## src/design/cu_macros.svh

```systemverilog
`ifndef CU_MACROS_SVH
`define CU_MACROS_SVH

//////////////////////////////
// datapath widths
//////////////////////////////

`define CU_SAMPLE_W   16 // one q15 component
`define CU_PROD_W     33 // slice product, room for a sum of two
`define CU_OP_W       2  // opcode field

//////////////////////////////
// pipeline and buffer
//////////////////////////////

`define CU_FIFO_DEPTH 8 // result entries, also initial sender credits
`define CU_PIPE_LAT   4 // accepted input to buffer write

`endif

```

## src/design/cu_pkg.sv

```systemverilog
`default_nettype none

`include "cu_macros.svh"

package cu_pkg;

	//////////////////////////////
	// data types
	//////////////////////////////

	typedef logic signed [`CU_SAMPLE_W-1:0] sample_t; // q15 re or im
	typedef logic [2*`CU_SAMPLE_W-1:0] cword_t; // {re, im}
	typedef logic signed [`CU_PROD_W-1:0] prod_t; // slice output

	//////////////////////////////
	// opcodes
	//////////////////////////////

	typedef enum logic [`CU_OP_W-1:0] {
		OP_CMUL  = 2'd0, // x * y
		OP_CMULJ = 2'd1, // x * conj(y)
		OP_PASS  = 2'd2, // y unchanged
		OP_ZERO  = 2'd3  // reserved, result zero
	} cu_op_e;

endpackage

`default_nettype wire

```

## src/design/slice_ctrl_if.sv

```systemverilog
`timescale 1ns/1ps
`default_nettype none

// per-operation controls for one multiplier slice
interface slice_ctrl_if;

	logic valid;   // operation in flight
	logic usemult; // 1 multiply, 0 pass a << 15
	logic negate;  // negate slice result
	logic zero;    // force slice result to 0

	modport decoder (
		output valid, usemult, negate, zero
	);

	modport slice (
		input valid, usemult, negate, zero
	);

endinterface

`default_nettype wire

```

## src/design/inst_decoder.sv

```systemverilog
`timescale 1ns/1ps
`default_nettype none

module inst_decoder (
	input  logic            in_valid_i, // operation accepted this cycle
	input  cu_pkg::cu_op_e  op_i,
	slice_ctrl_if.decoder   ctrl_1_o, // re*re
	slice_ctrl_if.decoder   ctrl_2_o, // im*im
	slice_ctrl_if.decoder   ctrl_3_o, // im*re
	slice_ctrl_if.decoder   ctrl_4_o  // re*im
);

	import cu_pkg::*;

	logic [3:0] usemult_w; // bit 0 is slice 1
	logic [3:0] negate_w;
	logic [3:0] zero_w;

	always_comb begin
		usemult_w = 4'b1111; // multiply by default
		negate_w  = 4'b0000;
		zero_w    = 4'b0000;
		case (op_i)
			OP_CMUL:  negate_w = 4'b0010; // I = rr - ii
			OP_CMULJ: negate_w = 4'b1000; // Q = ir - ri
			OP_PASS: begin
				usemult_w = 4'b0000; // shift path on 1 and 4
				zero_w    = 4'b0110; // cross terms off
			end
			default: zero_w = 4'b1111; // OP_ZERO and anything else
		endcase
	end

	assign ctrl_1_o.valid   = in_valid_i;
	assign ctrl_1_o.usemult = usemult_w[0];
	assign ctrl_1_o.negate  = negate_w[0];
	assign ctrl_1_o.zero    = zero_w[0];

	assign ctrl_2_o.valid   = in_valid_i;
	assign ctrl_2_o.usemult = usemult_w[1];
	assign ctrl_2_o.negate  = negate_w[1];
	assign ctrl_2_o.zero    = zero_w[1];

	assign ctrl_3_o.valid   = in_valid_i;
	assign ctrl_3_o.usemult = usemult_w[2];
	assign ctrl_3_o.negate  = negate_w[2];
	assign ctrl_3_o.zero    = zero_w[2];

	assign ctrl_4_o.valid   = in_valid_i;
	assign ctrl_4_o.usemult = usemult_w[3];
	assign ctrl_4_o.negate  = negate_w[3];
	assign ctrl_4_o.zero    = zero_w[3];

endmodule

`default_nettype wire

```

## src/design/alu.sv

```systemverilog
`timescale 1ns/1ps
`default_nettype none

`include "cu_macros.svh"

module alu (
	input  logic            clk,
	input  logic            arst_n_i,
	input  cu_pkg::sample_t a_i, // y half
	input  cu_pkg::sample_t b_i, // x half
	slice_ctrl_if.slice     ctrl,
	output cu_pkg::prod_t   p_o,
	output logic            p_valid_o
);

	import cu_pkg::*;

	//////////////////////////////
	// stage 1, operand registers
	//////////////////////////////

	sample_t a_q, b_q;
	logic    valid_1, usemult_1, negate_1, zero_1;

	always_ff @(posedge clk or negedge arst_n_i) begin
		if (!arst_n_i) begin
			valid_1 <= 1'b0;
			usemult_1 <= 1'b0;
			negate_1 <= 1'b0;
			zero_1 <= 1'b0;
		end else begin
			valid_1 <= ctrl.valid;
			usemult_1 <= ctrl.usemult;
			negate_1 <= ctrl.negate;
			zero_1 <= ctrl.zero;
		end
	end

	always_ff @(posedge clk) begin
		a_q <= a_i;
		b_q <= b_i;
	end

	//////////////////////////////
	// stage 2, product register
	//////////////////////////////

	logic signed [2*`CU_SAMPLE_W-1:0] mul_w; // full 16x16 product
	prod_t   prod_d, prod_q;
	logic    valid_2, negate_2, zero_2;

	assign mul_w  = a_q * b_q;
	assign prod_d = usemult_1 ? prod_t'(mul_w)
	                          : (prod_t'(a_q) <<< (`CU_SAMPLE_W - 1)); // a in q30

	always_ff @(posedge clk or negedge arst_n_i) begin
		if (!arst_n_i) begin
			valid_2 <= 1'b0;
			negate_2 <= 1'b0;
			zero_2 <= 1'b0;
		end else begin
			valid_2 <= valid_1;
			negate_2 <= negate_1;
			zero_2 <= zero_1;
		end
	end

	always_ff @(posedge clk) prod_q <= prod_d;

	//////////////////////////////
	// stage 3, output register
	//////////////////////////////

	always_ff @(posedge clk or negedge arst_n_i) begin
		if (!arst_n_i) p_valid_o <= 1'b0;
		else p_valid_o <= valid_2;
	end

	always_ff @(posedge clk) begin
		if (zero_2) p_o <= '0; // slice switched off
		else if (negate_2) p_o <= -prod_q; // |prod| <= 2^30, no overflow
		else p_o <= prod_q;
	end

endmodule

`default_nettype wire

```

## src/design/complex_alu.sv

```systemverilog
`timescale 1ns/1ps
`default_nettype none

`include "cu_macros.svh"

module complex_alu (
	input  logic            clk,
	input  logic            arst_n_i,
	slice_ctrl_if.slice     ctrl_1,
	slice_ctrl_if.slice     ctrl_2,
	slice_ctrl_if.slice     ctrl_3,
	slice_ctrl_if.slice     ctrl_4,
	input  cu_pkg::cword_t  din_1_i, // x
	input  cu_pkg::cword_t  din_2_i, // y
	output cu_pkg::cword_t  dout_o,
	output logic            dout_valid_o
);

	import cu_pkg::*;

	// round half up at bit 15 and clip to 16 bits
	function automatic sample_t round_sat(input prod_t sum);
		prod_t rnd;
		logic [`CU_PROD_W-`CU_SAMPLE_W:0] top; // bits above the result msb
		rnd = (sum + prod_t'(1 <<< (`CU_SAMPLE_W - 2))) >>> (`CU_SAMPLE_W - 1);
		top = rnd[`CU_PROD_W-1:`CU_SAMPLE_W-1];
		if (top == '0 || top == '1) return rnd[`CU_SAMPLE_W-1:0]; // in range
		else if (rnd[`CU_PROD_W-1]) return {1'b1, {(`CU_SAMPLE_W-1){1'b0}}}; // -32768
		else return {1'b0, {(`CU_SAMPLE_W-1){1'b1}}}; // 32767
	endfunction

	sample_t x_re, x_im, y_re, y_im;
	prod_t   p_1, p_2, p_3, p_4;
	logic    p_valid;
	prod_t   i_sum, q_sum;

	assign x_re = din_1_i[2*`CU_SAMPLE_W-1:`CU_SAMPLE_W];
	assign x_im = din_1_i[`CU_SAMPLE_W-1:0];
	assign y_re = din_2_i[2*`CU_SAMPLE_W-1:`CU_SAMPLE_W];
	assign y_im = din_2_i[`CU_SAMPLE_W-1:0];

	//////////////////////////////
	// multiplier slices
	//////////////////////////////

	// x on b, y on a
	alu core_1 (.clk(clk), .arst_n_i(arst_n_i), .a_i(y_re), .b_i(x_re), .ctrl(ctrl_1),
		.p_o(p_1), .p_valid_o(p_valid));
	alu core_2 (.clk(clk), .arst_n_i(arst_n_i), .a_i(y_im), .b_i(x_im), .ctrl(ctrl_2),
		.p_o(p_2), .p_valid_o());
	alu core_3 (.clk(clk), .arst_n_i(arst_n_i), .a_i(y_re), .b_i(x_im), .ctrl(ctrl_3),
		.p_o(p_3), .p_valid_o());
	alu core_4 (.clk(clk), .arst_n_i(arst_n_i), .a_i(y_im), .b_i(x_re), .ctrl(ctrl_4),
		.p_o(p_4), .p_valid_o());

	//////////////////////////////
	// combine, round, saturate
	//////////////////////////////

	assign i_sum = p_1 + p_2; // sign already set by decoder
	assign q_sum = p_3 + p_4;

	always_ff @(posedge clk or negedge arst_n_i) begin
		if (!arst_n_i) dout_valid_o <= 1'b0;
		else dout_valid_o <= p_valid; // all slices in lockstep
	end

	always_ff @(posedge clk) dout_o <= {round_sat(i_sum), round_sat(q_sum)};

endmodule

`default_nettype wire

```

## src/design/result_fifo.sv

```systemverilog
`timescale 1ns/1ps
`default_nettype none

`include "cu_macros.svh"

module result_fifo (
	input  logic           clk,
	input  logic           arst_n_i,
	input  logic           wr_valid_i,
	input  cu_pkg::cword_t wr_data_i,
	input  logic           out_credit_i, // one receiver credit per pulse
	output logic           credit_o,     // one sender credit per pulse
	output logic           dout_valid_o,
	output cu_pkg::cword_t dout_o
);

	import cu_pkg::*;

	localparam int PTR_W  = $clog2(`CU_FIFO_DEPTH);
	localparam int CNT_W  = $clog2(`CU_FIFO_DEPTH + 1);
	localparam int CRED_W = 8; // receiver credits held, saturating

	cword_t            mem [`CU_FIFO_DEPTH];
	logic [PTR_W-1:0]  wr_ptr, rd_ptr;
	logic [CNT_W-1:0]  count;   // occupancy
	logic [CRED_W-1:0] cred_cnt;
	logic              pop;

	function automatic logic [PTR_W-1:0] ptr_inc(input logic [PTR_W-1:0] ptr);
		return (ptr == PTR_W'(`CU_FIFO_DEPTH - 1)) ? '0 : ptr + 1'b1; // wrap
	endfunction

	assign pop = (count != '0) && (cred_cnt != '0); // entry and credit both held

	always_ff @(posedge clk or negedge arst_n_i) begin
		if (!arst_n_i) begin
			wr_ptr <= '0;
			rd_ptr <= '0;
			count <= '0;
			cred_cnt <= '0;
			dout_valid_o <= 1'b0;
			credit_o <= 1'b0;
		end else begin
			if (wr_valid_i) wr_ptr <= ptr_inc(wr_ptr);
			if (pop) rd_ptr <= ptr_inc(rd_ptr);
			case ({wr_valid_i, pop})
				2'b10: count <= count + 1'b1;
				2'b01: count <= count - 1'b1;
				default: ; // both or neither
			endcase
			case ({out_credit_i, pop})
				2'b10: if (cred_cnt != '1) cred_cnt <= cred_cnt + 1'b1;
				2'b01: cred_cnt <= cred_cnt - 1'b1;
				default: ; // grant and spend cancel
			endcase
			dout_valid_o <= pop; // single cycle per entry
			credit_o <= pop; // slot freed upstream
		end
	end

	always_ff @(posedge clk) begin
		if (wr_valid_i) mem[wr_ptr] <= wr_data_i;
		if (pop) dout_o <= mem[rd_ptr];
	end

endmodule

`default_nettype wire

```

## src/design/cmplx_unit_top.sv

```systemverilog
`timescale 1ns/1ps
`default_nettype none

module cmplx_unit_top (
	input  logic           clk,
	input  logic           arst_n_i,
	input  logic           in_valid_i, // spends one sender credit
	input  cu_pkg::cu_op_e op_i,
	input  cu_pkg::cword_t din_1_i,    // x
	input  cu_pkg::cword_t din_2_i,    // y
	output logic           credit_o,
	input  logic           out_credit_i,
	output logic           dout_valid_o,
	output cu_pkg::cword_t dout_o
);

	import cu_pkg::*;

	cword_t alu_dout;
	logic   alu_dout_valid;

	slice_ctrl_if ctrl_1 ();
	slice_ctrl_if ctrl_2 ();
	slice_ctrl_if ctrl_3 ();
	slice_ctrl_if ctrl_4 ();

	//////////////////////////////
	// decode, compute, buffer
	//////////////////////////////

	inst_decoder u_inst_decoder (
		.in_valid_i (in_valid_i),
		.op_i       (op_i),
		.ctrl_1_o   (ctrl_1),
		.ctrl_2_o   (ctrl_2),
		.ctrl_3_o   (ctrl_3),
		.ctrl_4_o   (ctrl_4)
	);

	complex_alu u_complex_alu (
		.clk          (clk),
		.arst_n_i     (arst_n_i),
		.ctrl_1       (ctrl_1),
		.ctrl_2       (ctrl_2),
		.ctrl_3       (ctrl_3),
		.ctrl_4       (ctrl_4),
		.din_1_i      (din_1_i),
		.din_2_i      (din_2_i),
		.dout_o       (alu_dout),
		.dout_valid_o (alu_dout_valid)
	);

	result_fifo u_result_fifo (
		.clk          (clk),
		.arst_n_i     (arst_n_i),
		.wr_valid_i   (alu_dout_valid), // slot already reserved by credit
		.wr_data_i    (alu_dout),
		.out_credit_i (out_credit_i),
		.credit_o     (credit_o),
		.dout_valid_o (dout_valid_o),
		.dout_o       (dout_o)
	);

endmodule

`default_nettype wire

```

## config.mk

```make
export PLATFORM = sky130hd
export DESIGN_NAME = cmplx_unit_top
export DESIGN_NICKNAME = d
export VERILOG_FILES = /design/src/design/cu_pkg.sv /design/src/design/slice_ctrl_if.sv /design/src/design/inst_decoder.sv /design/src/design/alu.sv /design/src/design/complex_alu.sv /design/src/design/result_fifo.sv /design/src/design/cmplx_unit_top.sv
export VERILOG_INCLUDE_DIRS = /design/src /design/src/design
export SDC_FILE = /design/constraint.sdc
export NUM_CORES = 2
export LEC_CHECK = 0
export BUFFER_PORTS_ARGS = -buffer_cell sky130_fd_sc_hd__buf_4
export CAP_MARGIN = 20
export CORE_AREA = 5 5 421 423
export DETAILED_ROUTE_END_ITERATION = 7
export DIE_AREA = 0 0 426 428
export PLACE_DENSITY = 0.61
export SLEW_MARGIN = 20
export SYNTH_ARGS = -nofsm -noshare
export SYNTH_HDL_FRONTEND = slang
export SYNTH_HIERARCHICAL = 1
export SYNTH_SLANG_ARGS = --single-unit
```

## constraint.sdc

```tcl
create_clock -name clk -period 10 [get_ports clk]
set_input_delay 1.5 -clock clk [delete_from_list [all_inputs] [get_ports clk]]
set_output_delay 1.5 -clock clk [all_outputs]
set_load 0.01 [all_outputs]
```

# Yosys cells after proc, flatten, opt, wreduce, memory -nomap -nowiden
# Memories as Yosys holds them, arrays and structs flattened. A register that Yosys moved wholly into a read port is not among the register bits.
# Index checks and enable logic that the tools add are counted.
op_classes:
  n_eq_ne: 12
  n_reduce_logical: 12
  n_addsub: 14
  n_mux: 22
  multipliers: 4
op_table:
  columns: ["operator", "n"]
  rows:
  - ["$mux 33", 8]
  - ["$neg 33->33", 4]
  - ["$mul 16x16->32", 4]
  - ["$add 33x16->33 const B", 2]
  - ["$add 33x33->33", 2]
  - ["$mux 16", 4]
  - ["$eq 18x18->1 const B", 2]
  - ["$logic_not 18->1", 2]
  - ["$pmux 4 s2", 3]
  - ["$pmux 8 s2", 1]
  - ["$add 8x1->8 const B", 1]
  - ["$mux 8", 1]
  - ["$ne 8x8->1 const B", 1]
  - ["$reduce_bool 8->1", 1]
  - ["$sub 8x1->8 const B", 1]
  - ["$add 3x1->3 const B", 2]
  - ["$eq 2x1->1 const B", 3]
  - ["$eq 2x2->1 const B", 3]
  - ["$eq 3x3->1 const B", 2]
  - ["$mux 3", 2]
  - ["$add 4x1->4 const B", 1]
  - ["$mux 4", 1]
  - ["$reduce_bool 2->1", 2]
  - ["$reduce_bool 4->1", 1]
  - ["8 further kinds", 10]
totals:
  out_inout_bits: 34
  wordCells: 111
  memories: 1
  mem_bits_rw: 256
  regBits: 403
memory_table:
  columns: ["name", "words", "word_bits", "rd", "rd_ports_with_merged_regs", "write_ports", "line_no", "rtl"]
  rows:
  - ["u_result_fifo.mem", 8, 32, 1, 1, 1, "result_fifo.sv:23", "cword_t mem [`CU_FIFO_DEPTH];"]

# Logic depth before layout (Yosys ltp)
depth:
  ltp_word: 5
  depth_mapped: 25

# Cells and area by module
# Netlist, hierarchy kept.
modules_own_cells:
  columns: ["mod", "cells_per_inst", "seq_area_each_um2", "instances", "area_per_inst_um2"]
  rows:
  - ["alu (u_complex_alu.core_1)", 1413, 2142.1, 1, 13251.5]
  - ["alu (u_complex_alu.core_2)", 1383, 2142.1, 1, 13172.6]
  - ["alu (u_complex_alu.core_3)", 1381, 2142.1, 1, 13145.1]
  - ["alu (u_complex_alu.core_4)", 1376, 2142.1, 1, 13120.1]
  - ["result_fifo", 523, 9123.8, 1, 11773.8]
  - ["complex_alu", 442, 665.6, 1, 4055.1]
  - ["inst_decoder", 17, 0.0, 1, 112.6]

# Worst setup path before layout
# OpenSTA, ideal clock, no wires.
synth_path:
  kind: "register to register"
  start: "register u_complex_alu.core_3.a_q[15]"
  end: "register u_complex_alu.core_3.prod_q[31]"
  arrival_time_ps: 6213
  slack_ps: 3713
  n_path_buf: 2
  period_less_slack_ps: 6287
  path_stages_with_launch: 21
  setup_time_ps: 74
  path_cell_list: "dfxtp_1 -> clkbuf_1 -> clkbuf_1 -> nand2_1 -> inv_1 -> fa_1 -> fa_1 -> fa_1 -> fa_1 -> fa_1 -> inv_1 -> fa_1 -> inv_1 -> ha_1 -> a21oi_1 -> o21bai_1 -> a221o_1 -> a22o_1 -> o311a_1 -> or3_1 -> a31oi_1"
synth_via:
  elab_chain_cells: 2
synth_lines:
  columns: ["item", "line_no", "rtl"]
  rows:
  - ["from (decl)", "alu.sv:22", "sample_t a_q, b_q;"]
  - ["from (signal assigned)", "alu.sv:40", "a_q <= a_i;"]
  - ["$mul 16x16->32", "alu.sv:52", "assign mul_w = a_q * b_q;"]
  - ["$mux 33 (*)", "alu.sv:53", "assign prod_d = usemult_1 ? prod_t'(mul_w)"]
  - ["net u_complex_alu.core_3.prod_d[31]", "alu.sv:49", "prod_t prod_d, prod_q;"]
  - ["to (signal assigned)", "alu.sv:68", "always_ff @(posedge clk) prod_q <= prod_d;"]
  - ["to (decl)", "alu.sv:49", null]
# The timed path passes the listed nets; every way through them passes the cells marked *.
# A chain may end at the register's enable or synchronous reset.

# Worst setup path after layout
layout_path:
  start: "register u_complex_alu.core_3.b_q[1]"
  end: "register u_complex_alu.core_3.prod_q[28]"
layout_via:
  elab_chain_cells: 2
layout_lines:
  columns: ["item", "line_no", "rtl"]
  rows:
  - ["from (decl)", "alu.sv:22", null]
  - ["from (signal assigned)", "alu.sv:41", "b_q <= b_i;"]
  - ["$mul 16x16->32", "alu.sv:52", null]
  - ["$mux 33", "alu.sv:53", null]
  - ["net u_complex_alu.core_3.prod_d[28]", "alu.sv:49", null]
# The timed path passes the listed nets, and every way through them passes these cells.

==> impl_results.md <==
* Cell count after synthesis at 6523
* Highest attainable clock frequency at about 0.14 GHz
* Count of H-tree levels built during CTS at 3
* Largest fanout of any net on the critical path at 16
* Share of the core filled with cells in the final layout at between 40 and 50%
* Register Area at between 15000 and 20000 sq um
* Cell with the largest stage delay on the worst path: sky130_fd_sc_hd__fa_1
* Wirelength per Cell at ~19 um
* Count of input and output buffers at roughly 100
* Shortest clock period the worst path allows after layout at between 7 and 8 ns
* Starting density of the core at around two fifths
* Multi-input gate area in the final layout at between 40000 and 50000 sq um
* Path type of the worst min-delay path: reg -> reg
* Cts hold-fix bufs at 0
* Kind of cell adding the most delay to the critical path: adder cells
* Worst Skew at around 0.055 ns
* Final number of max-transition violations at 0
* Number of buffers inserted during clock tree synthesis at just over 80
* Std-Cell Core Area at 173000 sq um
* TritonCTS clock tree: built
* Unrepaired setup endpoints after global routing: false
* Skew-Pair Late Insertion Delay at around 0.70 ns
* Nets@finish at about 8100
* Via density per instance at 5.07
* DIE HEIGHT at between 400 and 500 um
* Tightest Pin Transition at 1.11 ns
* Sum of negative setup slack at 0 ns
* Ordered list of cells on the worst path: nand2_1, inv_1, fa_1, fa_1, fa_1, fa_1, fa_1, inv_1, fa_1, inv_1, ha_1, nand3_1, nor3_1, a31oi_1, o211ai_1, a41oi_2, o21a_1, o311ai_0
* Critical Path RT at between 10 and 15 ns
* Filler cells at about 17000
* Final worst-path cycle share at about 70%
* Critical path capture point type: register
* Placed instance count at 8750
* Number of warnings issued by yosys at 6
* Finished Layout Cells at ~8900
* Startpoint types: register
* Placement row count at roughly 150
* Type of the setup path with the least slack: reg -> reg
* Area of the die at roughly 180000 sq um
* Mapped Area at just under 70000 sq um
* Ratio of cells with drive above 1 in the final layout at under 10%
* Worst-case clock buffer depth at 3
* Violation count after the first detailed-routing iteration at approximately 2600
* Clk root buf: sky130_fd_sc_hd__clkbuf_16
* Number of endpoints with negative hold slack in the final report at 0
* Max-cap check violation count at 0
* Cell with the most instances on the worst path: sky130_fd_sc_hd__fa_1
* RD Place Congestion at 0.896
* Headroom to the max-slew limit at 25.8%
* Count of endpoints failing setup in the final report at 0
* Clock Pin Slew Worst Setup and Hold Paths at 0.08 ns
* Layout area overhead at 8.63%
* Post-Syn Area per Cell at about 10 sq um
* Run status: complete, no violations
* First-pass GRT wire length at 274 mm
* Detailed-placement wirelength estimate at between 100 and 150 mm
* Antenna violations before repair at 6
* Clock sink count at between 700 and 800
* Crit-path max cell delay at ~0.94 ns
* # IOs at 104
* Overall die width at around 430 um
* Largest net degree at the start of global routing at between 60 and 70
* Buf/Inv on CP at 3
* Total length of routed wires at about 170 mm
* Number of nets with antenna violations after detailed routing at 0
* Arr. time, crit path at between 7 and 8 ns
* Buffers inserted by post-CTS timing repair at 0
* Post_cts resized at 0
* Number of global-route vias before repair at 48800
* Number of detailed-route iterations in the first pass at 6
* Total vias in the final route at between 40000 and 50000
* Overall fraction of global-route tracks in use at 18.9%
* Overflow left after global routing at 0
* Number of remaining DRC errors at 0
-- per-stage QoR --
step	setup WS, ns	cell area (sq um)	hold WS [ns]
CTS	2.93	74300	0.345
global placement	3.05	71400	0.331
detailed placement	2.96	71400	0.336
finish	2.91	74300	0.345
floorplan	3.71	68400	0.331
global route	2.51	74300	0.349
-- registers in the layout, summed over array words and instances, names as in the netlist, 3 cells and up --
signal and cells:
u_complex_alu/core_2/prod_q 32, u_complex_alu/core_1/b_q 16, u_complex_alu/core_2/a_q 16, u_result_fifo/count 4, u_complex_alu/core_1/a_q 16, u_complex_alu/core_1/prod_q 32, u_complex_alu/core_2/b_q 16, u_complex_alu/core_4/b_q 16
u_complex_alu/core_1/p_o 33, u_result_fifo/rd_ptr 3, u_complex_alu/core_3/b_q 16, u_result_fifo/dout_o 32, u_result_fifo/mem 256, u_result_fifo/cred_cnt 8, u_complex_alu/core_3/p_o 33, u_complex_alu/core_2/p_o 33
u_result_fifo/wr_ptr 3, u_complex_alu/core_4/a_q 16, u_complex_alu/core_4/prod_q 32, u_complex_alu/core_4/p_o 33, u_complex_alu/core_3/a_q 16, u_complex_alu/core_3/prod_q 32, u_complex_alu/dout_o 32
-- worst reg2reg max path, delay by kind of cell, from the launching register on --
kind	cells	cell delay, ns
AND/OR/NAND/NOR	3	0.93
flip-flops	1	0.87
AO/OA/AOI/OAI	5	1.01
adder cells (fa/ha/maj)	7	3.90
buffers and inverters	3	0.26
-- cell usage in the layout, fill, tap and decap left out, drive strengths merged, types with 22 or more instances in the layout --
master	count
and2	507
o31ai	43
nand2	604
nand2b	41
and3	23
a21oi	144
or3	35
a21o	59
dfrtp	43
clkinv	27
a31oi	22
dfxtp	420
a211oi	38
nand3	40
nor3	54
buf	124
inv	1249
o21ai	132
mux4	64
mux2	66
nand4	23
xnor2	124
clkbuf	113
ha	467
nor2b	23
edfxtp	288
fa	1050
xor2	149
o21a	32
nor2	302
o211ai	22
-- routing by layer --
layer	track usage, %	share of wire, %	up-vias	wire length (um)
met4	7.45	4.5	0	7560
met3	2.39	4.6	297	7850
met2	31.6	48	1139	81000
met1	25.1	43	23100	72700
li1	-	-	20600	-
met5	0	0	-	0
-- worst paths after layout --
check	end	slack (ns)	depth (start not counted)	from
min reg2reg	u_complex_alu/core_3/zero_2	0.34	0	u_complex_alu/core_3/zero_1
max	u_complex_alu/core_3/prod_q[28]	2.91	18	u_complex_alu/core_3/b_q[1]
max reg2reg	u_complex_alu/core_3/prod_q[28]	2.91	18	u_complex_alu/core_3/b_q[1]
min in group asynchronous	u_result_fifo/rd_ptr[2]	0.87	1	arst_n_i
max in group asynchronous	u_result_fifo/rd_ptr[0]	8.63	1	arst_n_i
min	u_complex_alu/core_3/zero_2	0.34	0	u_complex_alu/core_3/zero_1
-- area by class of cell --
class                   count  share of cell area (%)
diodes                      2                 0.00674
clock buffers             113                    3.21
clock inverters            43                   0.702
inverters                1241                    6.27
multi-input cells        4309                    60.2
flip-flops and latches    751                    24.4
well taps                2325                    3.92
repair buffers            124                    1.25
Power is not shown: default switching activity piles up to over one toggle a cycle in this logic, so the estimate is an artifact.
